## config.mk

```make
export PLATFORM = sky130hd
export DESIGN_NAME = axi_read_path
export DESIGN_NICKNAME = d
export VERILOG_FILES = /design/src/axi_bridge_pkg.sv /design/src/axi_read_path.sv
export SDC_FILE = /design/constraint.sdc
export NUM_CORES = 1
export LEC_CHECK = 0
export BUFFER_PORTS_ARGS = -buffer_cell sky130_fd_sc_hd__buf_4
export CAP_MARGIN = 20
export CORE_AREA = 2 2 69 71
export CTS_CLUSTER_DIAMETER = 150
export CTS_CLUSTER_SIZE = 25
export DETAILED_ROUTE_END_ITERATION = 7
export DIE_AREA = 0 0 71 73
export PLACE_DENSITY = 0.84
export SKIP_LAST_GASP = 1
export SLEW_MARGIN = 20
export SYNTH_ARGS = -nofsm -noshare
export SYNTH_HDL_FRONTEND = slang
export SYNTH_SLANG_ARGS = --single-unit
```

## constraint.sdc

```tcl
create_clock -name aclk -period 0.8 [get_ports aclk]
set_input_delay 0.04 -clock aclk [delete_from_list [all_inputs] [get_ports aclk]]
set_output_delay 0.04 -clock aclk [all_outputs]
set_load 0.01 [all_outputs]
```

## src/axi_bridge_pkg.sv

```systemverilog
package axi_bridge_pkg;

    // bus widths
    localparam int addr_w = 32;
    localparam int data_w = 32;
    localparam int strb_w = data_w / 8;

    // axi response codes
    localparam logic [1:0] resp_okay   = 2'b00;
    localparam logic [1:0] resp_slverr = 2'b10;

    // cpu side request held by the port until its response pulse
    typedef struct packed {
        logic              ce;
        logic              we;
        logic [addr_w-1:0] addr;
        logic [data_w-1:0] wdata;
        logic [strb_w-1:0] wmask;
    } sram_req_t;

    // cpu side response with one cycle pulses
    typedef struct packed {
        logic [data_w-1:0] rdata;
        logic              rdata_valid;
        logic              write_finish;
        logic              err;
    } sram_rsp_t;

    typedef struct packed {
        logic [addr_w-1:0] addr;
        logic [2:0]        prot;
    } axi_ar_t;

    typedef struct packed {
        logic [addr_w-1:0] addr;
        logic [2:0]        prot;
    } axi_aw_t;

    typedef struct packed {
        logic [data_w-1:0] data;
        logic [strb_w-1:0] strb;
    } axi_w_t;

    typedef struct packed {
        logic [data_w-1:0] data;
        logic [1:0]        resp;
    } axi_r_t;

    typedef struct packed {
        logic [1:0] resp;
    } axi_b_t;

    // request as captured by the controller
    typedef struct packed {
        logic [addr_w-1:0] addr;
        logic [data_w-1:0] wdata;
        logic [strb_w-1:0] wmask;
    } bridge_op_t;

endpackage

```

## src/axi_read_path.sv

```systemverilog
`timescale 1ns/1ns

module axi_read_path (
    input  logic                       aclk,
    input  logic                       reset,
    input  logic                       rd_start,
    input  axi_bridge_pkg::bridge_op_t op,
    output axi_bridge_pkg::axi_ar_t    ar,
    output logic                       ar_valid,
    input  logic                       ar_ready,
    input  axi_bridge_pkg::axi_r_t     r,
    input  logic                       r_valid,
    output logic                       r_ready,
    output logic                       rd_done,
    output axi_bridge_pkg::axi_r_t     rd_resp
);

    logic ar_hs;
    logic r_hs;

    assign ar_hs = ar_valid && ar_ready;
    assign r_hs  = r_valid && r_ready;

    always_ff @(posedge aclk) begin
        if (!reset) begin
            ar_valid <= 1'b0;
            r_ready  <= 1'b0;
        end else begin
            // ar_valid stays up through slave stalls
            if (rd_start) begin
                ar_valid <= 1'b1;
            end else if (ar_hs) begin
                ar_valid <= 1'b0;
            end

            // accept the beat only once the address is gone
            if (ar_hs) begin
                r_ready <= 1'b1;
            end else if (r_hs) begin
                r_ready <= 1'b0;
            end
        end
    end

    // address register with prot fixed at zero
    always_ff @(posedge aclk) begin
        if (rd_start) begin
            ar.addr <= op.addr;
            ar.prot <= 3'b000;
        end
    end

    assign rd_done = r_hs;
    assign rd_resp = r;

endmodule

```

==> impl_metrics.tcl <==
set metrics [dict create \
    core-area_um2 4540 \
    synth_mux_area_share_pct 0 \
    required_ns 0.76 \
    internal_power_w 0.00319 \
    final_common_cell "buf_4" \
    seqCellArea_um2 1000 \
    finalClockSkew_ns 0.00232 \
    yosys_warnings 0 \
    drc 0 \
    vias_per_cell 3.92 \
    holdWs_ns 0.0356 \
    synth_seq_cells 34 \
    gp_congestion 0.694 \
    maxCapViolCount 0 \
    grt_antenna_before_repair 0 \
    clock-sinks 34 \
    sw_frac_of_total_pct 20.5 \
    insertedDiodeCount 0 \
    wl_um 3400 \
    drive_gt1_share_pct 51.9 \
    cp_cell_sequence "buf_4, buf_6" \
    final_cell_mix "38 x buf_4, 34 x buf_6, 33 x dlygate4sd3_1, 32 x edfxtp_1, 5 x clkbuf_8" \
    power_density_nw_per_um2 1790 \
    wl_per_cell_um 16.0 \
    dpl-instance-area_um2 1690 \
    fin_ws_ns -0.0733 \
    areaGrowthSynthToFinish_pct 69.6 \
    crit_path_end_kind "output pin" \
    grt_pass1_vias 826 \
    utilization_pct 49.4 \
    nNetsFinal 264 \
    synthAdderAreaFrac_pct 0 \
    drt-initial-drc-count 31 \
    start_util_pct 29.1 \
    finalHoldViolCount 0 \
    path_max_fanout 2 \
    overflow 0 \
    cpMaxStageDelayCell "dfxtp_2" \
    period_share_pct 109 \
    finalMaxSlewViolations 0 \
    clock_latency_ns 0.27 \
    synth_xor_area_share_pct 0 \
    drtPass1Iterations 4 \
    holdPathStages 3 \
    grt_pass1_wl_um 4660 \
    stdcell_count 212 \
    startpoint_type "register" \
    min_period_ns 0.873 \
    cts_buffers 5 \
    p_leak_nw 0.939 \
    status "finished, violations left" \
    hp-class "input port to register" \
    pin_count 179 \
    clk_pin_slew_ns 0.06 \
    die_area_um2 5180 \
    rsz0062_at_grt "yes" \
    combPwrFrac_pct 17.2 \
    p_seq_share_pct 53.8 \
    clk_path_buf_depth 2 \
    fillers 405 \
    synth.distinct_cells 10 \
    power_switching_w 0.000824 \
    peakVddDrop_mv 0.704 \
    cts_tree "built" \
    tns_ns -1.02 \
    critical_path_class "register to output pin" \
    synth-simple-area-share_pct 1.80 \
    die_w_um 71 \
    portBuffers 71 \
    ant_nets 0 \
    setup_viol 34 \
    synth_compound_area_share_pct 1.14 \
    multi_input_area_um2 51.3 \
    arrival_ns 0.83 \
    syn_area_per_cell_um2 16.9 \
    synth_cells 78 \
    design_area_um2 2240 \
    h-tree-depth 2 \
    critPathMaxStageDelay_ns 0.32 \
    die_y_um 73 \
    dpl.cell_count 170 \
    grtUsageTotal_pct 12.5 \
    root_buffer "clkbuf_8" \
    core.rowCount 25 \
    fmax_mhz 1150 \
    clkPwrFrac_pct 29.0 \
    synth_top_family_by_area "buffers and inverters" \
    ys_seq_area_share_pct 75.8 \
    dr_total_vias 831 \
    failed_checks "setup timing" \
    worstRegToRegCells 2 \
    grt_max_degree 18 \
    syn_area_um2 1320 \
]
-- registers in the layout (all words and copies together), names as in the netlist --
signal and flops:
ar_valid 1, r_ready 1, ar 32
-- path summary, 6_finish.rpt --
path | startpoint | to | slack (ns)
setup / recovery | r_ready | r_ready | -0.07
hold / removal | ar_ready | r_ready | 0.04
setup reg to reg | ar_valid | ar_valid | 0.09
hold reg to reg | ar_valid | r_ready | 0.48
-- logic make-up after synthesis --
family                 after synthesis
other                                1
flip-flops                          34
AO/OA/AOI/OAI                        2
AND/OR/NAND/NOR                      4
buffers and inverters               37
-- cells in the mapped netlist --
library cell   n  area share, %
dfxtp_1        2            3.0
nand2_1        1           0.28
buf_4         37             21
conb_1         1           0.28
o21a_1         1           0.57
and2_2         1           0.57
nor2b_1        1           0.47
a21boi_1       1           0.57
edfxtp_1      32             73
nand2b_1       1           0.47
-- power by group through the flow --
stage                     registers, W  clock network (W)  logic (W)
after global routing           0.00217            0.00128   0.000736
after floorplan                0.00225                  0   0.000202
after detailed placement       0.00218                  0   0.000490
after global placement         0.00217                  0   0.000482
final                          0.00216            0.00116   0.000691
after CTS                      0.00215            0.00122   0.000654
-- final cells by class --
type                    instances  share of cell area, %
repair buffers                107                   46.3
flip-flops and latches         34                   44.8
clock buffers                   8                   3.57
well taps                      54                   3.02
multi-input cells               9                   2.29
-- stage by stage --
step / power [W] / worst slack, ns
final: 0.00402 / -0.0733
after global routing: 0.00419 / -0.0990
after CTS: 0.00402 / -0.0824
after detailed placement: 0.00267 / 0.106
after global placement: 0.00265 / 0.115
after floorplan: 0.00245 / 0.0847
-- per-layer routing --
metal	up-vias	GRT usage, %	routed length [µm]	part of all wire, %
li1	385	-	-	-
met1	361	9.23	853	25
met2	78	24.1	1980	58
met3	7	9.25	529	16
met4	0	4.40	37	1.1
met5	-	0	0	0
-- repair_timing --
| item | in CTS | in global routing |
|---|---|---|
| hold endpoints to repair | 33 | 0 |
| hold buffers | 33 | 0 |
| endpoints found under the setup margin | 34 | 35 |
| resized for setup | 16 | 21 |
| setup buffers | 1 | 0 |
-- worst max-delay path: cells and delay by family (launching register included) --
family / cells / cell delay [ns]
buffers and inverters: 2 / 0.24
flip-flops: 1 / 0.32
No activity file was read; power rests on OpenSTA's default activity.
