## config.mk

```make
export PLATFORM = sky130hd
export DESIGN_NAME = bridge_ctrl
export DESIGN_NICKNAME = d
export VERILOG_FILES = /design/src/axi_bridge_pkg.sv /design/src/bridge_ctrl.sv
export SDC_FILE = /design/constraint.sdc
export NUM_CORES = 1
export LEC_CHECK = 0
export ABC_CLOCK_PERIOD_IN_PS = 4800
export BUFFER_PORTS_ARGS = -buffer_cell sky130_fd_sc_hd__buf_2
export CAP_MARGIN = 10
export CORE_AREA = 2 2 123 125
export CTS_CLUSTER_SIZE = 16
export DETAILED_ROUTE_END_ITERATION = 10
export DIE_AREA = 0 0 125 127
export GPL_TIMING_DRIVEN = 0
export PLACE_DENSITY_LB_ADDON = 0.08
export SLEW_MARGIN = 25
export SYNTH_ARGS = -nofsm -noshare
export SYNTH_HDL_FRONTEND = slang
export SYNTH_SLANG_ARGS = --single-unit
export TNS_END_PERCENT = 50
```

## constraint.sdc

```tcl
create_clock -name aclk -period 4.8 [get_ports aclk]
set_input_delay 0.72 -clock aclk [delete_from_list [all_inputs] [get_ports aclk]]
set_output_delay 0.72 -clock aclk [all_outputs]
set_load 0.05 [all_outputs]
```

## src/axi_bridge_pkg.sv

```systemverilog
package axi_bridge_pkg;

    // bus widths
    localparam int addr_w = 32;
    localparam int data_w = 32;
    localparam int strb_w = data_w / 8;

    // axi response codes
    localparam logic [1:0] resp_okay   = 2'b00;
    localparam logic [1:0] resp_slverr = 2'b10;

    // cpu side request held by the port until its response pulse
    typedef struct packed {
        logic              ce;
        logic              we;
        logic [addr_w-1:0] addr;
        logic [data_w-1:0] wdata;
        logic [strb_w-1:0] wmask;
    } sram_req_t;

    // cpu side response with one cycle pulses
    typedef struct packed {
        logic [data_w-1:0] rdata;
        logic              rdata_valid;
        logic              write_finish;
        logic              err;
    } sram_rsp_t;

    typedef struct packed {
        logic [addr_w-1:0] addr;
        logic [2:0]        prot;
    } axi_ar_t;

    typedef struct packed {
        logic [addr_w-1:0] addr;
        logic [2:0]        prot;
    } axi_aw_t;

    typedef struct packed {
        logic [data_w-1:0] data;
        logic [strb_w-1:0] strb;
    } axi_w_t;

    typedef struct packed {
        logic [data_w-1:0] data;
        logic [1:0]        resp;
    } axi_r_t;

    typedef struct packed {
        logic [1:0] resp;
    } axi_b_t;

    // request as captured by the controller
    typedef struct packed {
        logic [addr_w-1:0] addr;
        logic [data_w-1:0] wdata;
        logic [strb_w-1:0] wmask;
    } bridge_op_t;

endpackage

```

## src/bridge_ctrl.sv

```systemverilog
`timescale 1ns/1ns

module bridge_ctrl (
    input  logic                       aclk,
    input  logic                       reset,
    input  axi_bridge_pkg::sram_req_t  inst_req,
    input  axi_bridge_pkg::sram_req_t  data_req,
    input  logic                       flush,
    output axi_bridge_pkg::sram_rsp_t  inst_rsp,
    output axi_bridge_pkg::sram_rsp_t  data_rsp,
    output logic                       rd_start,
    output logic                       wr_start,
    output axi_bridge_pkg::bridge_op_t op,
    input  logic                       rd_done,
    input  axi_bridge_pkg::axi_r_t     rd_resp,
    input  logic                       wr_done,
    input  axi_bridge_pkg::axi_b_t     wr_resp
);

    typedef enum logic [1:0] {
        st_idle,
        st_read,
        st_write,
        st_release
    } state_t;

    state_t                    state;
    // 0 = data port, 1 = instruction port
    logic                      owner;
    logic                      flushed;
    logic                      grant;
    axi_bridge_pkg::sram_req_t sel;
    logic                      rd_beat;
    logic                      wr_beat;
    logic                      rd_err;
    logic                      wr_err;
    axi_bridge_pkg::sram_rsp_t rsp;

    // data port has priority
    assign grant = data_req.ce || inst_req.ce;
    assign sel   = data_req.ce ? data_req : inst_req;

    always_ff @(posedge aclk) begin
        if (!reset) begin
            state    <= st_idle;
            owner    <= 1'b0;
            flushed  <= 1'b0;
            rd_start <= 1'b0;
            wr_start <= 1'b0;
        end else begin
            rd_start <= 1'b0;
            wr_start <= 1'b0;
            case (state)
                st_idle: begin
                    if (grant) begin
                        owner    <= !data_req.ce;
                        rd_start <= !sel.we;
                        wr_start <= sel.we;
                        state    <= sel.we ? st_write : st_read;
                    end
                end
                st_read: begin
                    // the axi read still runs to completion after a flush
                    if (flush) begin
                        flushed <= 1'b1;
                    end
                    if (rd_done) begin
                        state <= st_release;
                    end
                end
                st_write: begin
                    if (wr_done) begin
                        state <= st_release;
                    end
                end
                default: begin
                    // one dead cycle so a late ce drop is not taken again
                    flushed <= 1'b0;
                    state   <= st_idle;
                end
            endcase
        end
    end

    // captured request payload
    always_ff @(posedge aclk) begin
        if (state == st_idle && grant) begin
            op.addr  <= sel.addr;
            op.wdata <= sel.wdata;
            op.wmask <= sel.wmask;
        end
    end

    always_comb begin
        rd_beat = (state == st_read) && rd_done && !flushed && !flush;
        wr_beat = (state == st_write) && wr_done;
        rd_err  = rd_resp.resp == axi_bridge_pkg::resp_slverr;
        wr_err  = wr_resp.resp == axi_bridge_pkg::resp_slverr;

        rsp.rdata        = rd_resp.data;
        rsp.rdata_valid  = rd_beat;
        rsp.write_finish = wr_beat;
        rsp.err          = (rd_beat && rd_err) || (wr_beat && wr_err);
    end

    // only the owner sees the response
    assign data_rsp = owner ? '0 : rsp;
    assign inst_rsp = owner ? rsp : '0;

endmodule

```

==> results by group, run 1 <==
Finish
  • Finished Cell Area: 5780 µm²
  • Layout cells sized above 1: 0.690
  • Non-Filler Instances: 781
  • Fillcell total: 1428
  • Syn-to-layout area delta: 57.6%
  • Inserted Diodes: 0
  • Final #Nets: 778

Clock tree
  • H-tree levels: 3
  • Cts repair resizes: 0
  • Clock Pin Slew Worst Setup and Hold Paths: 0.06 ns
  • CTS buffer count: 9
  • Clock sinks: 74
  • Hold buffers post-CTS: 0
  • CTS max path bufs: 2
  • Root Buffer: clkbuf_16
  • TritonCTS clock tree: done
  • Post-CTS Setup Bufs: 0
  • Clock latency on the worst-skew pair: 0.33 ns

Timing
  • Final setup fails: 0
  • Hold WS: 0.526 ns
  • RSZ-0062 raised after global routing: no
  • Least-Margin Pin Slew: 0.517 ns
  • Final hold vios: 0
  • Achievable Freq: 0.380 GHz
  • Tcrit/Tclk final: 0.548
  • Skew final: 0.00351 ns
  • Setup TNS: 0 ns
  • Max-slew headroom: 0.655
  • Fin crit period: 2.63 ns
  • Final Max Tran Viols: 0

Place
  • Post-Place Cells: 766
  • GPL Wtd Cong: 0.800
  • Port bufs: 319
  • Placed cell areas: 5530 µm²
  • Detailed Place HPWL: 9.51 mm

Power and ir drop
  • P_leak: 2.78 nW
  • Max IR drop VDD: 0.301 mV
  • P per Cell Area: 582 nW/µm²

Run status
  • Status: completed

Die
  • Ports: 321
  • Initial Util: 0.255
  • Core area: 14400 µm²
  • Chip height: 127 µm
  • Row count: 44
  • Die width: 125 µm
  • Die ar.: 15900 µm²

Synth
  • Number of distinct library cells after synthesis: 25
  • Syn_nets: 447
  • Avg Inst Size Synth: 14.0 µm²
  • Synth warn: 0
  • Yosys reg bits: 74
  • Synthesized area: 3670 µm²
  • Seq/Total Area, Yosys: 0.589
  • Gate Count Post-Synth: 262

Setup path
  • Crit end category: primary output
  • Worst-path fanout max: 3
  • Critical Path RT: 4.08 ns
  • Critical path's largest stage delay: 0.38 ns
  • Crit Path Class: reg2out
  • Max stage delay cell, worst path: nor4bb_1
  • Sequence of cells on the critical path: inv_1, ha_1, nor4bb_1, a31oi_1, nor2b_1, buf_2
  • CP arrival: 1.91 ns
  • Critical path launch point type: flop

Detailed routing
  • Routed Wire Length: 11.8 mm
  • Via count: 3313
  • 1st-iter DRT viols: 72
  • 1st-pass router iterations: 4
  • Antenna Nets Post-Route: 0
  • Routed wire per std cell: 15.1 µm
  • Via density per instance: 4.24
  • Drt drc: 0

GRT
  • GRT Total Usage: 0.143
  • Vias in the first global route: 3419
  • Largest net degree at the start of global routing: 43
  • First-pass GRT wire length: 17.4 mm
  • Initial antenna violation count: 1
  • Grt ovf: 0

Job
  • Maximum capacitance violations: 0

Min path
  • Hold crit path type: reg2reg
-- per-stage QoR --
step / setup WS (ns) / total power, W / util
after floorplan: 1.69 / 0.00235 / -
after global placement: 0.569 / 0.00280 / 0.381
after detailed placement: 2.25 / 0.00280 / 0.383
after CTS: 2.14 / 0.00342 / 0.401
after global routing: 2.00 / 0.00352 / 0.401
final: 2.17 / 0.00337 / 0.401
-- path summary, 6_finish.rpt --
| check | start | to | slack [ns] | cells past startpoint |
|---|---|---|---|---|
| max reg2reg | state[0] | op[45] | 2.78 | 5 |
| min reg2reg | flushed | flushed | 0.53 | 2 |
| min | flushed | flushed | 0.53 | 2 |
| max | state[1] | inst_rsp[0] | 2.17 | 6 |
-- logic make-up after synthesis --
| logic type | share of synthesized area |
|---|---|
| AO/OA/AOI/OAI | 0.0211 |
| adder cells (fa/ha/maj) | 0.0136 |
| buffers and inverters | 0.0239 |
| flip-flops | 0.589 |
| multiplexers | 0.214 |
| AND/OR/NAND/NOR | 0.138 |
-- registers in the layout (all words and copies together) (netlist names) --
signal / cells
op: 68
state: 2
flushed: 1
owner: 1
rd_start: 1
wr_start: 1
-- cell usage after synthesis --
library cell	instances	area [µm²]
nor2b_1	35	219
dfxtp_1	6	120
o21a_1	1	7.51
nor2_1	6	22.5
and2_1	33	206
a31oi_1	1	6.26
nor3_1	2	10.0
and2b_1	1	7.51
and4b_1	1	10.0
a21oi_1	4	20.0
edfxtp_1	68	2040
ha_1	4	50.1
and3_2	1	7.51
o32ai_1	2	17.5
inv_1	4	15.0
nand2_1	2	7.51
buf_4	1	7.51
nand2b_1	1	6.26
a2111o_1	1	11.3
clkbuf_1	8	30.0
mux2_2	69	777
a211oi_1	2	15.0
mux2i_1	1	10.0
buf_2	7	35.0
nor4bb_1	1	10.0
-- layout make-up --
type | count | area [µm²] | area share
Buffer | 16 | 72.6 | 0.0125
Clock buffer | 9 | 225 | 0.0389
Clock inverter | 6 | 33.8 | 0.00584
Inverter | 4 | 15.0 | 0.00260
Multi-Input combinational cell | 168 | 1430 | 0.247
Sequential cell | 74 | 2160 | 0.374
Tap cell | 184 | 230 | 0.0398
Timing Repair Buffer | 320 | 1620 | 0.279
-- report_power, final --
part | total (W) | internal, W | switching [W]
logic | 0.00174 | 0.000370 | 0.00137
clock network | 0.000603 | 0.000343 | 0.000260
registers | 0.00102 | 0.000973 | 0.0000499
-- routing by layer --
layer	GRT usage	vias up	part of all wire
met5	0	-	0.00093
met1	0.137	1496	0.35
li1	-	1607	-
met2	0.274	185	0.53
met4	0.0647	2	0.024
met3	0.0523	23	0.097
-- cell usage in the layout, fill, tap and decap left out --
master / synthesis / layout
nand2b_1: 1 / 1
buf_12: 0 / 1
buf_4: 1 / 1
ha_1: 4 / 4
buf_2: 7 / 326
nor3_1: 2 / 2
a211oi_1: 2 / 2
nor4bb_1: 1 / 1
a31oi_1: 1 / 1
and4b_1: 1 / 1
nor2b_1: 35 / 35
clkinv_2: 0 / 2
dfxtp_1: 6 / 6
a21oi_1: 4 / 4
mux2_2: 69 / 69
nand2_1: 2 / 2
o21a_4: 0 / 1
clkinv_1: 0 / 2
o32ai_1: 2 / 2
and2b_1: 1 / 1
mux2i_1: 1 / 1
clkbuf_1: 8 / 8
clkinvlp_4: 0 / 1
a2111o_1: 1 / 1
nor2_1: 6 / 6
and2_1: 33 / 33
inv_6: 0 / 1
inv_1: 4 / 4
edfxtp_1: 68 / 68
and3_2: 1 / 1
clkbuf_16: 0 / 9
-- worst max-delay path: cells and delay by family, from the launching register on --
kind                       cells  cell delay [ns]
AOI/OAI and AO/OA              1             0.17
adders and majority gates      1             0.19
buffers and inverters          2             0.38
DFF                            1             0.33
and+or+nand+nor                2             0.50
No activity file was read; power rests on OpenSTA's default activity.
==> inputs of run 2 (changes only) <==
--- a/config.mk
+++ b/config.mk
@@ -5,13 +5,14 @@
 export SDC_FILE = /design/constraint.sdc
 export NUM_CORES = 1
 export LEC_CHECK = 0
-export ABC_CLOCK_PERIOD_IN_PS = 4800
+export ABC_AREA = 1
+export ABC_CLOCK_PERIOD_IN_PS = 2490
 export BUFFER_PORTS_ARGS = -buffer_cell sky130_fd_sc_hd__buf_2
 export CAP_MARGIN = 10
-export CORE_AREA = 2 2 123 125
+export CORE_AREA = 2 2 125 127
 export CTS_CLUSTER_SIZE = 16
 export DETAILED_ROUTE_END_ITERATION = 10
-export DIE_AREA = 0 0 125 127
+export DIE_AREA = 0 0 127 129
 export GPL_TIMING_DRIVEN = 0
 export PLACE_DENSITY_LB_ADDON = 0.08
 export SLEW_MARGIN = 25
==> constraint.sdc (replaced) <==
create_clock -name aclk -period 2.49 [get_ports aclk]
set_input_delay 0.3735 -clock aclk [delete_from_list [all_inputs] [get_ports aclk]]
set_output_delay 0.3735 -clock aclk [all_outputs]
set_load 0.05 [all_outputs]
==> results by group, run 2 <==
Clock tree
  • Post-CTS Setup Bufs: 0 (unchanged)
  • CTS buffer count: 9 (unchanged)
  • CTS max path bufs: 2 (unchanged)
  • Clock Pin Slew Worst Setup and Hold Paths: 0.06 ns (about the same)
  • Cts repair resizes: 0 (unchanged)
  • Clock latency on the worst-skew pair: 0.33 ns (about the same)
  • Root Buffer: clkbuf_16
  • H-tree levels: 3 (unchanged)
  • Hold buffers post-CTS: 0 (unchanged)
  • Clock sinks: 74 (unchanged)
  • TritonCTS clock tree: done

Detailed routing
  • Routed wire per std cell: 13.0 µm (-14%)
  • 1st-iter DRT viols: 139 (+93%)
  • 1st-pass router iterations: 4 (unchanged)
  • Via density per instance: 4.08 (-3.9%)
  • Antenna Nets Post-Route: 0 (unchanged)
  • Drt drc: 0 (unchanged)
  • Via count: 4148 (+25%)
  • Routed Wire Length: 13.2 mm (+12%)

Synth
  • Top post-synthesis cells by area: edfxtp_1 (53%), nand2_1 (25%), inv_1 (7.8%)
  • Syn_nets: 676 (+51%)
  • Top-count cell post-synth: nand2_1
  • Gate Count Post-Synth: 491 (+87%)
  • Yosys reg bits: 74 (unchanged)
  • Synthesized area: 3820 µm² (+4.1%)
  • Post-synth top area share: 0.534 (-0.0220)
  • Synth cell count leaders: nand2_1 (250), inv_1 (79), edfxtp_1 (68)
  • Number of distinct library cells after synthesis: 18 (-28%)
  • Area leader, netlist: edfxtp_1
  • Seq/Total Area, Yosys: 0.566 (-0.0233)
  • Top_reg_cell synth: edfxtp_1
  • EDFF count, synth: 68 (unchanged)
  • Synth warn: 0 (unchanged)
  • Avg Inst Size Synth: 7.78 µm² (-44%)
  • Synth async-reset ratio: 0 (unchanged)

GRT
  • Initial antenna violation count: 0 (-1)
  • Largest net degree at the start of global routing: 23 (-47%)
  • Vias in the first global route: 4032 (+18%)
  • Grt ovf: 0 (unchanged)
  • GRT Total Usage: 0.157 (+0.0131)
  • First-pass GRT wire length: 19.9 mm (+14%)

Die
  • Ports: 321 (unchanged)
  • Initial Util: 0.255 (+0.000711)
  • Chip height: 129 µm (+1.6%)
  • Die ar.: 16400 µm² (+3.2%)
  • Core area: 15000 µm² (+3.8%)
  • Row count: 45 (+2.3%)
  • Die width: 127 µm (+1.6%)

Finish
  • Final #Nets: 1009 (+30%)
  • Max reg flops: 68 (unchanged)
  • Non-Filler Instances: 1017 (+30%)
  • Inserted Diodes: 0 (unchanged)
  • Syn-to-layout area delta: 58.5%
  • Largest Register: op
  • Fillcell total: 1605 (+12%)
  • Multi-input gate area: 1260 µm² (-12%)
  • Storage element area: 2160 µm² (unchanged)
  • Layout cells sized above 1: 0.420 (-0.270)
  • Commonest non-fill, non-tap cells in the layout: buf_2 (323), nand2_1 (250), inv_1 (79), edfxtp_1 (68), nor2_1 (42)
  • Most common cell after layout, fill and taps aside: buf_2
  • Layout Utilization: 0.405 (+0.00349)
  • Regs by FF count: op: 68 flops, state: 2 flops

Job
  • Maximum capacitance violations: 0 (unchanged)

Timing
  • Final setup fails: 0 (unchanged)
  • Max-slew headroom: 0.669 (+0.0141)
  • RSZ-0062 raised after global routing: no
  • Least-Margin Pin Slew: 0.496 ns (-0.0212 ns)
  • Achievable Freq: 0.436 GHz
  • Final Max Tran Viols: 0 (unchanged)
  • Tcrit/Tclk final: 0.920
  • Final hold vios: 0 (unchanged)
  • Fin crit period: 2.29 ns
  • Hold WS: 0.302 ns (-0.224 ns)
  • Skew final: 0.00260 ns (-0.000910 ns)

Power and ir drop
  • P_leak: 3.65 nW (+31%)
  • Max IR drop VDD: 0.398 mV (+32%)
  • P per Cell Area: 1120 nW/µm² (+92%)

Place
  • Port bufs: 319 (unchanged)
  • Detailed Place HPWL: 10.7 mm (+12%)
  • Post-Place Cells: 1001 (+31%)
  • GPL Wtd Cong: 0.809 (+1.1%)

Setup path
  • Critical path launch point type: flop
  • Worst-path fanout max: 4 (+1)
  • Crit end category: primary output
  • Crit Path Class: reg2out
  • Critical Path RT: 2.12 ns (-1.96 ns)
  • CP arrival: 1.92 ns (about the same)

Run status
  • Status: completed

Min path
  • Hold crit path type: in2reg
-- run 2: changes by cell type after synthesis, sizes merged, moves of 4 or more --
| cell | delta |
|---|---|
| nand3 | +4 |
| and2 | -33 |
| nor2b | -35 |
| clkbuf | +6 |
| mux2 | -69 |
| nor2 | +37 |
| inv | +76 |
| nand2 | +249 |
-- run 2: cell families after synthesis --
logic type / after synthesis / share of synthesized area
AND/OR/NAND/NOR: 301 / 0.300
adder cells (fa/ha/maj): 4 / 0.0131
buffers and inverters: 103 / 0.108
flip-flops: 74 / 0.566
AO/OA/AOI/OAI: 9 / 0.0131
-- run 2: final timing paths --
check | from | end | slack [ns] | cells past startpoint
worst max-delay path | state[0] | data_rsp[0] | 0.20 | 6
worst max register to register | state[0] | op[37] | 0.58 | 6
worst min-delay path | inst_req[13] | op[13] | 0.30 | 3
worst min register to register | state[1] | state[1] | 0.51 | 2
-- run 2: power breakdown --
group / total [W] / internal [W] / switching, W
sequential: 0.00194 / 0.00185 / 0.0000931
clock: 0.00135 / 0.000864 / 0.000486
combinational: 0.00347 / 0.000771 / 0.00270
total: 0.00676 / 0.00348 / 0.00328
-- run 2: critical path, stage by stage, from the launching register on --
cell     delay, ns
dfxtp_1       0.34
inv_1         0.09
ha_1          0.23
nand2_2       0.10
or3b_1        0.38
a21oi_1       0.17
buf_2         0.29
-- run 2: cell type report --
type,instances,area share
flip-flops and latches,74,0.357
repair buffers,322,0.277
multi-input cells,314,0.208
inverters,80,0.0500
well taps,188,0.0388
clock buffers,9,0.0372
plain buffers,23,0.0182
clock inverters,7,0.0138
-- run 2: stage by stage --
step	setup TNS (ns)	setup slack, ns	area [µm²]	total power (W)
after detailed placement	0	0.480	5740	0.00546
after global routing	0	0.0462	6060	0.00711
after CTS	0	0.0993	6050	0.00686
after floorplan	0	0.294	3830	0.00444
final	0	0.198	6060	0.00676
after global placement	-19.95	-0.334	5660	0.00531
-- run 2: layer usage --
| layer | share of wire | up-vias | track usage | routed length (µm) |
|---|---|---|---|---|
| li1 | - | 2134 | - | - |
| met1 | 0.39 | 1824 | 0.177 | 5080 |
| met2 | 0.51 | 172 | 0.281 | 6760 |
| met3 | 0.088 | 18 | 0.0545 | 1150 |
| met4 | 0.013 | 0 | 0.0446 | 176 |
| met5 | 0 | - | 0 | 0 |
