### config.mk
export PLATFORM = sky130hd
export DESIGN_NAME = axi_write_path
export DESIGN_NICKNAME = d
export VERILOG_FILES = /design/src/axi_bridge_pkg.sv /design/src/axi_write_path.sv
export SDC_FILE = /design/constraint.sdc
export NUM_CORES = 1
export LEC_CHECK = 0
export ABC_AREA = 1
export BUFFER_PORTS_ARGS = -buffer_cell sky130_fd_sc_hd__buf_2
export CAP_MARGIN = 40
export CORE_UTILIZATION = 38
export CTS_BUF_LIST = sky130_fd_sc_hd__clkbuf_2
export DETAILED_ROUTE_END_ITERATION = 12
export PLACE_DENSITY = 0.77
export SYNTH_ARGS = -nofsm -noshare
export SYNTH_HDL_FRONTEND = slang
export SYNTH_SLANG_ARGS = --single-unit
### constraint.sdc
create_clock -name aclk -period 0.8 [get_ports aclk]
set_input_delay 0.04 -clock aclk [delete_from_list [all_inputs] [get_ports aclk]]
set_output_delay 0.04 -clock aclk [all_outputs]
set_load 0.02 [all_outputs]
### src/axi_bridge_pkg.sv
package axi_bridge_pkg;

    // bus widths
    localparam int addr_w = 32;
    localparam int data_w = 32;
    localparam int strb_w = data_w / 8;

    // axi response codes
    localparam logic [1:0] resp_okay   = 2'b00;
    localparam logic [1:0] resp_slverr = 2'b10;

    // cpu side request held by the port until its response pulse
    typedef struct packed {
        logic              ce;
        logic              we;
        logic [addr_w-1:0] addr;
        logic [data_w-1:0] wdata;
        logic [strb_w-1:0] wmask;
    } sram_req_t;

    // cpu side response with one cycle pulses
    typedef struct packed {
        logic [data_w-1:0] rdata;
        logic              rdata_valid;
        logic              write_finish;
        logic              err;
    } sram_rsp_t;

    typedef struct packed {
        logic [addr_w-1:0] addr;
        logic [2:0]        prot;
    } axi_ar_t;

    typedef struct packed {
        logic [addr_w-1:0] addr;
        logic [2:0]        prot;
    } axi_aw_t;

    typedef struct packed {
        logic [data_w-1:0] data;
        logic [strb_w-1:0] strb;
    } axi_w_t;

    typedef struct packed {
        logic [data_w-1:0] data;
        logic [1:0]        resp;
    } axi_r_t;

    typedef struct packed {
        logic [1:0] resp;
    } axi_b_t;

    // request as captured by the controller
    typedef struct packed {
        logic [addr_w-1:0] addr;
        logic [data_w-1:0] wdata;
        logic [strb_w-1:0] wmask;
    } bridge_op_t;

endpackage

### src/axi_write_path.sv
`timescale 1ns/1ns

module axi_write_path (
    input  logic                       aclk,
    input  logic                       reset,
    input  logic                       wr_start,
    input  axi_bridge_pkg::bridge_op_t op,
    output axi_bridge_pkg::axi_aw_t    aw,
    output logic                       aw_valid,
    input  logic                       aw_ready,
    output axi_bridge_pkg::axi_w_t     w,
    output logic                       w_valid,
    input  logic                       w_ready,
    input  axi_bridge_pkg::axi_b_t     b,
    input  logic                       b_valid,
    output logic                       b_ready,
    output logic                       wr_done,
    output axi_bridge_pkg::axi_b_t     wr_resp
);

    logic active;
    logic aw_sent;
    logic w_sent;
    logic aw_hs;
    logic w_hs;
    logic b_hs;

    // valids depend on registers and never on ready
    assign aw_valid = active && !aw_sent;
    assign w_valid  = active && !w_sent;
    assign b_ready  = active && aw_sent && w_sent;

    assign aw_hs = aw_valid && aw_ready;
    assign w_hs  = w_valid && w_ready;
    assign b_hs  = b_valid && b_ready;

    always_ff @(posedge aclk) begin
        if (!reset) begin
            active  <= 1'b0;
            aw_sent <= 1'b0;
            w_sent  <= 1'b0;
        end else begin
            if (wr_start) begin
                active  <= 1'b1;
                aw_sent <= 1'b0;
                w_sent  <= 1'b0;
            end else if (b_hs) begin
                active  <= 1'b0;
                aw_sent <= 1'b0;
                w_sent  <= 1'b0;
            end else begin
                // address and data may go in either order
                if (aw_hs) begin
                    aw_sent <= 1'b1;
                end
                if (w_hs) begin
                    w_sent <= 1'b1;
                end
            end
        end
    end

    // channel payloads
    always_ff @(posedge aclk) begin
        if (wr_start) begin
            aw.addr <= op.addr;
            aw.prot <= 3'b000;
            w.data  <= op.wdata;
            w.strb  <= op.wmask;
        end
    end

    assign wr_done = b_hs;
    assign wr_resp = b;

endmodule

==> results.py, run 1 <==
metrics = {
    "place": {
        "dp_hpwl_um": 3410,
        "pre_cts_ws_ns": -0.0134,
        "port_buffers": 145,
        "routabilityCongestion": 0.730,
    },
    "clock_tree": {
        "cts_inserted_buffers": 9,
        "clk_path_buf_depth": 2,
        "clock_sinks": 71,
        "cts_root_buf": "clkbuf_2",
        "tritoncts": "done",
        "cts_max_level": 3,
        "clock_latency_ns": 0.50,
        "cts_hold_buffers": 73,
        "clkTransAtPathRegs_ns": 0.21,
    },
    "setup_path": {
        "end_kind": "primary output",
        "critPathKind": "flip-flop to primary output",
        "r2r-end": "active",
        "r2r_cells": 5,
        "critical_path_required_ns": 0.76,
        "slowest_stage": "dfxtp_2",
        "cp_max_fo": 2,
        "crit_chain": "nand2_4 -> nor2_4 -> nand2_2 -> inv_2 -> buf_6",
        "worstReg2RegStart": "aw_sent",
        "rrSetupSlack_ns": -0.23,
        "worstPathArrival_ns": 1.36,
        "start_kind": "flip-flop",
        "critPathMaxStageDelay_ns": 0.41,
    },
    "timing": {
        "rsz0062_at_grt": "yes",
        "min_period_ns": 1.40,
        "fin_ws_ns": -0.597,
        "drv_slew": 0,
        "finalHoldViolations": 2,
        "fin_skew_ns": 0.00668,
        "setup_tns_ns": -23.95,
        "setup_viol": 75,
        "holdWs_ns": -0.0460,
        "period_share": 1.75,
        "fmax_mhz": 716,
    },
    "layout": {
        "antenna_cells": 0,
        "drive_above_1_share": 0.539,
        "fin_nets": 405,
        "utilization": 0.769,
        "area_growth_syn_to_layout_pct": 92.2,
    },
    "synth": {
        "syn_area_per_cell_um2": 23.5,
        "synth_top_area_cell": "edfxtp_1",
        "synth_xor_area_frac": 0,
        "ys.warnings.count": 0,
        "synth.top_cell.area_share": 0.915,
        "synthMuxAreaShare": 0,
        "ys_seq_area_frac": 0.942,
        "synthAdderAreaFrac": 0,
        "synth_area_leaders": "edfxtp_1, dfxtp_1, buf_4",
        "synth_cell_types": 12,
        "synth_compound_area_frac": 0.0101,
        "syn_area_um2": 2230,
        "netlist_instances": 95,
        "synth-seq-cells": 71,
        "synth_top_family_by_area": "buffers and inverters",
        "synth-simple-area-share": 0.0208,
    },
    "worst_hold_path": {
        "holdPathEnd": "w_sent",
        "min_from": "b_valid",
        "hold_class": "input port to flip-flop",
        "hold_depth": 5,
    },
    "routing": {
        "wl_um": 7220,
        "drtIter0Drc": 71,
        "drt_pass1_iterations": 6,
        "drc": 0,
        "wl_per_cell_um": 17.8,
        "vias": 1830,
        "avgViaCountPerCell": 4.51,
        "ant_nets": 0,
    },
    "floorplanning": {
        "initial_core_util": 0.400,
        "num_rows": 27,
        "dieArea_um2": 6180,
        "die_w_um": 78.6,
        "dieHeight_um": 78.6,
        "core_um2": 5570,
        "num_io_pins": 153,
    },
    "run": {
        "maxCapViolCount": 0,
    },
    "power": {
        "clkPwrFrac": 0.283,
        "total_power_mw": 8.38,
        "p_seq_frac": 0.539,
        "p_sw_mw": 2.17,
        "combPwrFrac": 0.179,
        "vdd_drop_max_mv": 1.33,
        "internal_power_mw": 6.21,
        "power.leakage_nw": 1.86,
        "pwr_density_cell_nw_per_um2": 1950,
        "swShare": 0.259,
    },
    "grt": {
        "grt_pass1_vias": 1932,
        "antenna_found_initial": 0,
        "track_usage": 0.219,
        "grt_max_degree": 39,
        "grt_pass1_wl_um": 9450,
        "overflow": 0,
    },
    "outcome": {
        "status": "complete, but fails checks",
        "failed_checks": "negative hold slack, negative setup slack",
    },
}
-- synth_stat cells --
cell type,n
edfxtp_1,68
buf_4,5
nor2_1,5
inv_1,4
a21oi_1,3
dfxtp_1,3
nand2_2,2
conb_1,1
inv_2,1
nand2_1,1
nor2_4,1
o21bai_1,1
-- area by class of cell --
cell class | instances | area, µm²
sequential | 71 | 2110
clock buffer | 9 | 45.0
fill | 322 | 1290
timing repair buffer | 226 | 1830
clock inverter | 7 | 96.3
tap | 72 | 90.1
inverter | 5 | 18.8
multi-input combinational | 16 | 100
-- layout by cell type (no fill, tap or decap) --
| cell type | synthesis | final |
|---|---|---|
| a21oi_1 | 3 | 3 |
| buf_12 | 0 | 2 |
| buf_2 | 0 | 99 |
| buf_4 | 5 | 6 |
| buf_6 | 0 | 46 |
| bufinv_16 | 0 | 2 |
| clkbuf_2 | 0 | 9 |
| clkinv_1 | 0 | 1 |
| clkinv_4 | 0 | 1 |
| clkinvlp_4 | 0 | 2 |
| conb_1 | 1 | 3 |
| dfxtp_2 | 0 | 2 |
| dfxtp_4 | 0 | 1 |
| dlygate4sd3_1 | 0 | 73 |
| edfxtp_1 | 68 | 68 |
| inv_1 | 4 | 3 |
| inv_2 | 1 | 2 |
| inv_6 | 0 | 1 |
| nand2_2 | 2 | 1 |
| nand2_4 | 0 | 2 |
| nor2_1 | 5 | 2 |
| nor2_2 | 0 | 3 |
| nor2_4 | 1 | 1 |
| o21bai_1 | 1 | 1 |
-- critical path, delay by kind of cell, from the launching register on --
family	cells	cell delay (ns)
AND/OR/NAND/NOR	3	0.26
flip-flops	1	0.41
buffers and inverters	2	0.18
-- power by group through the flow --
stage / combinational, mW / clock (mW) / sequential [mW]
2_1_floorplan: 0.0726 / 0 / 4.92
3_3_place_gp: 0.939 / 0 / 4.53
3_5_place_dp: 0.956 / 0 / 4.54
4_1_cts: 1.31 / 2.37 / 4.47
5_1_grt: 1.56 / 2.56 / 4.54
6_report: 1.50 / 2.37 / 4.52
-- state kept, by name (all words and copies together), names as in the netlist --
name / flops
aw: 32
w_sent: 1
w: 36
aw_sent: 1
active: 1
-- kinds of logic (layout without fill, tap and decap cells) --
logic type             count (synthesis)  count (layout)
buffers and inverters                 10             247
AND/OR/NAND/NOR                        9               9
other                                  1               3
flip-flops                            71              71
AO/OA/AOI/OAI                          4               4
-- per-stage QoR --
step,instances,instance area [µm²]
finish,406,4290
detailed placement,313,3080
CTS,405,4070
global placement,313,3080
global route,406,4290
floorplan,97,2240
-- worst max-delay path by stage --
stage,start,slack (ns),end
2_1_floorplan,aw_sent,-0.05,aw_sent
3_3_place_gp,aw_sent,0.01,wr_done
3_5_place_dp,aw_sent,-0.01,wr_done
4_1_cts,w_sent,-0.53,wr_done
5_1_grt,aw_sent,-0.72,wr_done
6_report,aw_sent,-0.60,wr_done
-- per-layer routing --
metal  part of all wire  track usage  vias to the layer above  wire [µm]
li1                   -            -                      814          -
met1               0.33        0.210                      878       2410
met2               0.55        0.388                      120       3970
met3              0.089        0.103                       18        639
met4              0.028        0.113                        0        204
met5                  0            0                        -          0
-- repair_timing --
action / 4_1_cts / 5_1_grt
pin swaps: 3 / 5
buffers inserted: 3 / 2
hold endpoints to repair: 79 / 2
gates resized for setup: 34 / 66
cloned: 0 / 0
setup endpoints to repair: 74 / 75
Power figures use the tool's default switching activity.
==> inputs of run 2 (changes only) <==
CORE_MARGIN = 10   (was default)
REMOVE_ABC_BUFFERS = 1   (was default)
==> run 2 against run 1 <==
The flow still finishes with violations (negative hold slack, negative setup slack); largest cell class unchanged; worst setup slack improved by 0.040 ns; wire length rose by 21%; total power decreased by 3.3%; combinational power up 7%; critical path type unchanged; cell count is 0.25% higher; non-clock buffer count unchanged; sequential share of layout area down 0.69 points; cell area increased by 1.4%.
==> results.py, run 2 (synthesis gave the netlist of run 1 again) <==
metrics = {
    "clock_tree": {
        "clk_path_buf_depth": 2,
        "tritoncts": "done",
        "clock_latency_ns": 0.47,
        "clock_sinks": 71,
        "clkTransAtPathRegs_ns": 0.19,
        "cts_root_buf": "clkbuf_2",
        "cts_inserted_buffers": 9,
        "cts_max_level": 3,
    },
    "power": {
        "swShare": 0.263,
        "clkPwrFrac": 0.242,
        "internal_power_mw": 5.98,
        "vdd_drop_max_mv": 1.19,
        "pwr_density_cell_nw_per_um2": 1860,
        "combPwrFrac": 0.199,
        "total_power_mw": 8.11,
        "p_seq_frac": 0.559,
        "p_sw_mw": 2.13,
        "power.leakage_nw": 1.88,
    },
    "place": {
        "dp_hpwl_um": 4740,
        "dpl-instance-area_um2": 3070,
        "port_buffers": 145,
        "placed_cells": 313,
        "routabilityCongestion": 0.710,
    },
    "layout": {
        "drive_above_1_share": 0.530,
        "design_area_um2": 4350,
        "largest_reg_flops": 36,
        "fin_nets": 405,
        "instances_no_fill": 407,
        "biggestRegsByFlops": "w (36), aw (32)",
        "utilization": 0.776,
        "fillers": 334,
        "area_growth_syn_to_layout_pct": 95.0,
        "layout_commonest_cell": "buf_2",
        "final_cell_mix": "buf_2, dlygate4sd3_1, edfxtp_1",
        "top_register": "w",
    },
    "floorplanning": {
        "num_rows": 27,
        "die_w_um": 96.6,
        "initial_core_util": 0.398,
        "dieHeight_um": 96.6,
        "num_io_pins": 153,
        "core_um2": 5610,
        "dieArea_um2": 9340,
    },
    "grt": {
        "track_usage": 0.172,
        "grt_max_degree": 39,
        "grt_pass1_wl_um": 12400,
        "overflow": 0,
        "antenna_found_initial": 1,
        "grt_pass1_vias": 2123,
    },
    "setup_path": {
        "r2r_cells": 4,
        "r2r-end": "active",
        "startpoint": "active",
        "critical_path_required_ns": 0.76,
        "worstReg2RegStart": "w_sent",
        "end_kind": "primary output",
        "start_kind": "flip-flop",
        "crit_end": "wr_done",
        "critPathKind": "flip-flop to primary output",
        "rrSetupSlack_ns": -0.28,
        "worstPathArrival_ns": 1.32,
        "cp_max_fo": 4,
    },
    "timing": {
        "drv_slew": 0,
        "fin_skew_ns": 0.000954,
        "setup_viol": 75,
        "period_share": 1.70,
        "finalHoldViolations": 2,
        "min_period_ns": 1.36,
        "holdWs_ns": -0.0408,
        "fin_ws_ns": -0.558,
        "rsz0062_at_grt": "yes",
        "fmax_mhz": 737,
    },
    "routing": {
        "drc": 0,
        "ant_nets": 0,
        "avgViaCountPerCell": 4.46,
        "wl_um": 8710,
        "drtIter0Drc": 97,
        "wl_per_cell_um": 21.4,
        "drt_pass1_iterations": 4,
        "vias": 1817,
    },
    "worst_hold_path": {
        "hold_class": "input port to flip-flop",
    },
    "outcome": {
        "status": "complete, but fails checks",
        "failed_checks": "negative hold slack, negative setup slack",
    },
    "run": {
        "maxCapViolCount": 0,
    },
}
[run 2: cell count changes in the layout (fill, tap and decap cells not counted), moves of 2 or more]
cell and delta:
clkinv_2 +3, buf_6 +15, clkbuf_2 +2, nor2_2 -3
clkinvlp_4 -2, nor2_1 +2, buf_2 -16
[run 2: worst min-delay path by stage]
| stage | start | end | slack, ns | cells past startpoint |
|---|---|---|---|---|
| 2_1_floorplan | b[0] | wr_resp[0] | 0.08 | 0 |
| 3_3_place_gp | b[0] | wr_resp[0] | 0.08 | 0 |
| 3_5_place_dp | b[0] | wr_resp[0] | 0.08 | 0 |
| 4_1_cts | b_valid | aw_sent | -0.08 | 5 |
| 5_1_grt | b_valid | w_sent | -0.09 | 5 |
| 6_report | b_valid | w_sent | -0.04 | 5 |
[run 2: worst max-delay path, stage by stage, from the launching register on]
cell	delay [ns]
dfxtp_4	0.41
inv_4	0.06
nor2_4	0.13
nand2_2	0.07
inv_2	0.06
buf_6	0.11
[run 2: through the flow]
stage	worst slack (ns)	TNS (ns)
after detailed placement	-0.0470	-0.0984
after global routing	-0.646	-27.97
after global placement	-0.00833	-0.00833
after floorplan	-0.0672	-0.186
final	-0.558	-22.34
after CTS	-0.522	-23.28
[run 2: repair_timing]
item                       CTS  global route
hold endpoints to repair    71             3
hold buffers                72             2
buffers inserted             2             1
setup endpoints to repair   75            75
pin swaps                    6             3
resized for setup           74            61
[run 2: final cells by class]
class / instances / area (µm²) / share of cell area
Sequential cell: 71 / 2110 / 0.485
Timing Repair Buffer: 226 / 1930 / 0.443
Multi-Input combinational cell: 16 / 95.1 / 0.0219
Tap cell: 72 / 90.1 / 0.0207
Clock buffer: 11 / 55.1 / 0.0127
Clock inverter: 5 / 48.8 / 0.0112
Inverter: 5 / 21.3 / 0.00489
Antenna cell: 1 / 2.50 / 0.000575
[run 2: metal layers]
layer | track usage | routed length, µm
met4 | 0.0857 | 308
met2 | 0.285 | 4500
met3 | 0.0908 | 1010
met1 | 0.171 | 2900
met5 | 0 | 0
[run 2: power groups by stage]
stage          Combinational [mW]  Clock, mW  Sequential [mW]
3_5_place_dp                0.996          0             4.53
3_3_place_gp                0.977          0             4.52
4_1_cts                      1.42       1.96             4.49
5_1_grt                      1.69       2.17             4.57
6_report                     1.61       1.96             4.53
2_1_floorplan              0.0466          0             4.92
==> inputs of run 3 (changes only) <==
MAX_ROUTING_LAYER = met4   (was default)
==> run 3 against run 2 <==
The flow still finishes with violations (negative hold slack, negative setup slack); total power hardly changed; cell count is 0.25% higher; largest power group unchanged; sequential share of layout area hardly changed; critical path type unchanged; critical endpoint unchanged; worst setup slack worse by 0.027 ns; global-route usage is 0.48 points higher; die area stayed put; sequential power hardly changed; highest routed layer unchanged; critical path depth stayed put; cell area hardly changed.
==> results.py, run 3 (synthesis gave the netlist of run 1 again) <==
metrics = {
    "outcome": {
        "status": "complete, but fails checks",
        "failed_checks": "negative hold slack, negative setup slack",
    },
    "place": {
        "port_buffers": 145,
        "dpl-instance-area_um2": 3070,
        "routabilityCongestion": 0.718,
        "placed_cells": 313,
        "dp_hpwl_um": 4740,
    },
    "grt": {
        "met3_usage": 0.0774,
        "top_usage_layer": "met2",
        "track_usage": 0.176,
        "grt_max_degree": 39,
        "grt_pass1_vias": 2137,
        "grt_util_met1": 0.179,
        "use_met2": 0.285,
        "grt_pass1_wl_um": 12300,
        "antenna_found_initial": 2,
        "overflow": 0,
    },
    "clock_tree": {
        "clock_sinks": 71,
        "clk_path_buf_depth": 2,
        "cts_inserted_buffers": 9,
        "clock_latency_ns": 0.47,
        "cts_root_buf": "clkbuf_2",
        "clkTransAtPathRegs_ns": 0.19,
        "tritoncts": "done",
        "cts_max_level": 3,
    },
    "routing": {
        "vias": 1813,
        "drc": 0,
        "wl_per_cell_um": 21.5,
        "drt_pass1_iterations": 4,
        "avgViaCountPerCell": 4.44,
        "drtIter0Drc": 71,
        "wl_um": 8790,
        "ant_nets": 0,
    },
    "timing": {
        "period_share": 1.73,
        "fin_ws_ns": -0.584,
        "finalHoldViolations": 2,
        "fin_skew_ns": 0.000974,
        "min_period_ns": 1.38,
        "drv_slew": 0,
        "rsz0062_at_grt": "yes",
        "setup_tns_ns": -22.28,
        "setup_viol": 75,
        "holdWs_ns": -0.0335,
        "fmax_mhz": 722,
    },
    "layout": {
        "biggestRegsByFlops": "w (36), aw (32)",
        "fillers": 335,
        "area_growth_syn_to_layout_pct": 95.1,
        "final_cell_mix": "buf_2, dlygate4sd3_1, edfxtp_1",
        "design_area_um2": 4350,
        "fin_nets": 405,
        "layout_commonest_cell": "buf_2",
        "top_register": "w",
        "instances_no_fill": 408,
        "largest_reg_flops": 36,
        "drive_above_1_share": 0.530,
    },
    "setup_path": {
        "start_kind": "flip-flop",
        "rrSetupSlack_ns": -0.31,
        "cp_max_fo": 4,
        "critPathKind": "flip-flop to primary output",
        "slowest_stage": "dfxtp_4",
        "critical_path_required_ns": 0.76,
        "crit_chain": "inv_4 -> nor2_4 -> nand2_2 -> inv_2 -> buf_6",
        "critPathMaxStageDelay_ns": 0.41,
        "startpoint": "active",
        "worstReg2RegStart": "w_sent",
        "worstPathArrival_ns": 1.34,
        "end_kind": "primary output",
    },
    "power": {
        "pwr_density_cell_nw_per_um2": 1860,
        "combPwrFrac": 0.199,
        "swShare": 0.263,
        "internal_power_mw": 5.98,
        "clkPwrFrac": 0.242,
        "p_sw_mw": 2.14,
        "vdd_drop_max_mv": 1.18,
        "power.leakage_nw": 1.88,
        "p_seq_frac": 0.559,
    },
    "worst_hold_path": {
        "hold_class": "input port to flip-flop",
        "min_from": "b_valid",
    },
    "floorplanning": {
        "dieHeight_um": 96.6,
        "num_io_pins": 153,
        "die_w_um": 96.6,
        "dieArea_um2": 9340,
        "core_um2": 5610,
        "initial_core_util": 0.398,
        "num_rows": 27,
    },
    "run": {
        "maxCapViolCount": 0,
    },
}
-- run 3: critical path: cells and delay by family, from the launching register on --
kind                   cells  cell delay [ns]
buffers and inverters      3             0.23
AND/OR/NAND/NOR            2             0.23
flip-flops                 1             0.41
-- run 3: worst paths after layout --
path / to / cells past startpoint
worst min-delay path: w_sent / 5
worst min register to register: w_sent / 3
worst max-delay path: wr_done / 5
worst max register to register: active / 4
-- run 3: area by class of cell --
type,count,area (µm²),share of cell area
Clock buffer,11,55.1,0.0127
Timing Repair Buffer,226,1930,0.443
Sequential cell,71,2110,0.484
Tap cell,72,90.1,0.0207
Inverter,5,21.3,0.00489
Antenna cell,2,5.00,0.00115
Clock inverter,5,48.8,0.0112
Multi-Input combinational cell,16,95.1,0.0219
-- run 3: layer usage --
layer / routed length (µm) / vias up
li1: - / 819
met1: 3110 / 857
met2: 4600 / 121
met3: 838 / 16
met4: 235 / 0
met5: 0 / -
-- run 3: what timing repair did --
item,CTS,global route
hold endpoints to repair,71,3
buffers inserted,2,1
hold buffers,72,2
gates resized for setup,74,62
pin swaps,6,3
endpoints found under the setup margin,75,75
-- run 3: power by group through the flow --
stage	clock, mW	combinational (mW)	sequential, mW
2_1_floorplan	0	0.0466	4.92
3_3_place_gp	0	0.977	4.52
3_5_place_dp	0	0.996	4.53
4_1_cts	1.96	1.42	4.49
5_1_grt	2.17	1.69	4.57
6_report	1.97	1.61	4.53
-- run 3: metrics by stage --
| step | power, mW | setup WS (ns) | util |
|---|---|---|---|
| 3_3_place_gp | 5.50 | -0.00833 | 0.548 |
| 4_1_cts | 7.86 | -0.522 | 0.737 |
| 2_1_floorplan | 4.97 | -0.0672 | - |
| 6_report | 8.11 | -0.584 | 0.776 |
| 3_5_place_dp | 5.53 | -0.0470 | 0.548 |
| 5_1_grt | 8.43 | -0.673 | 0.776 |
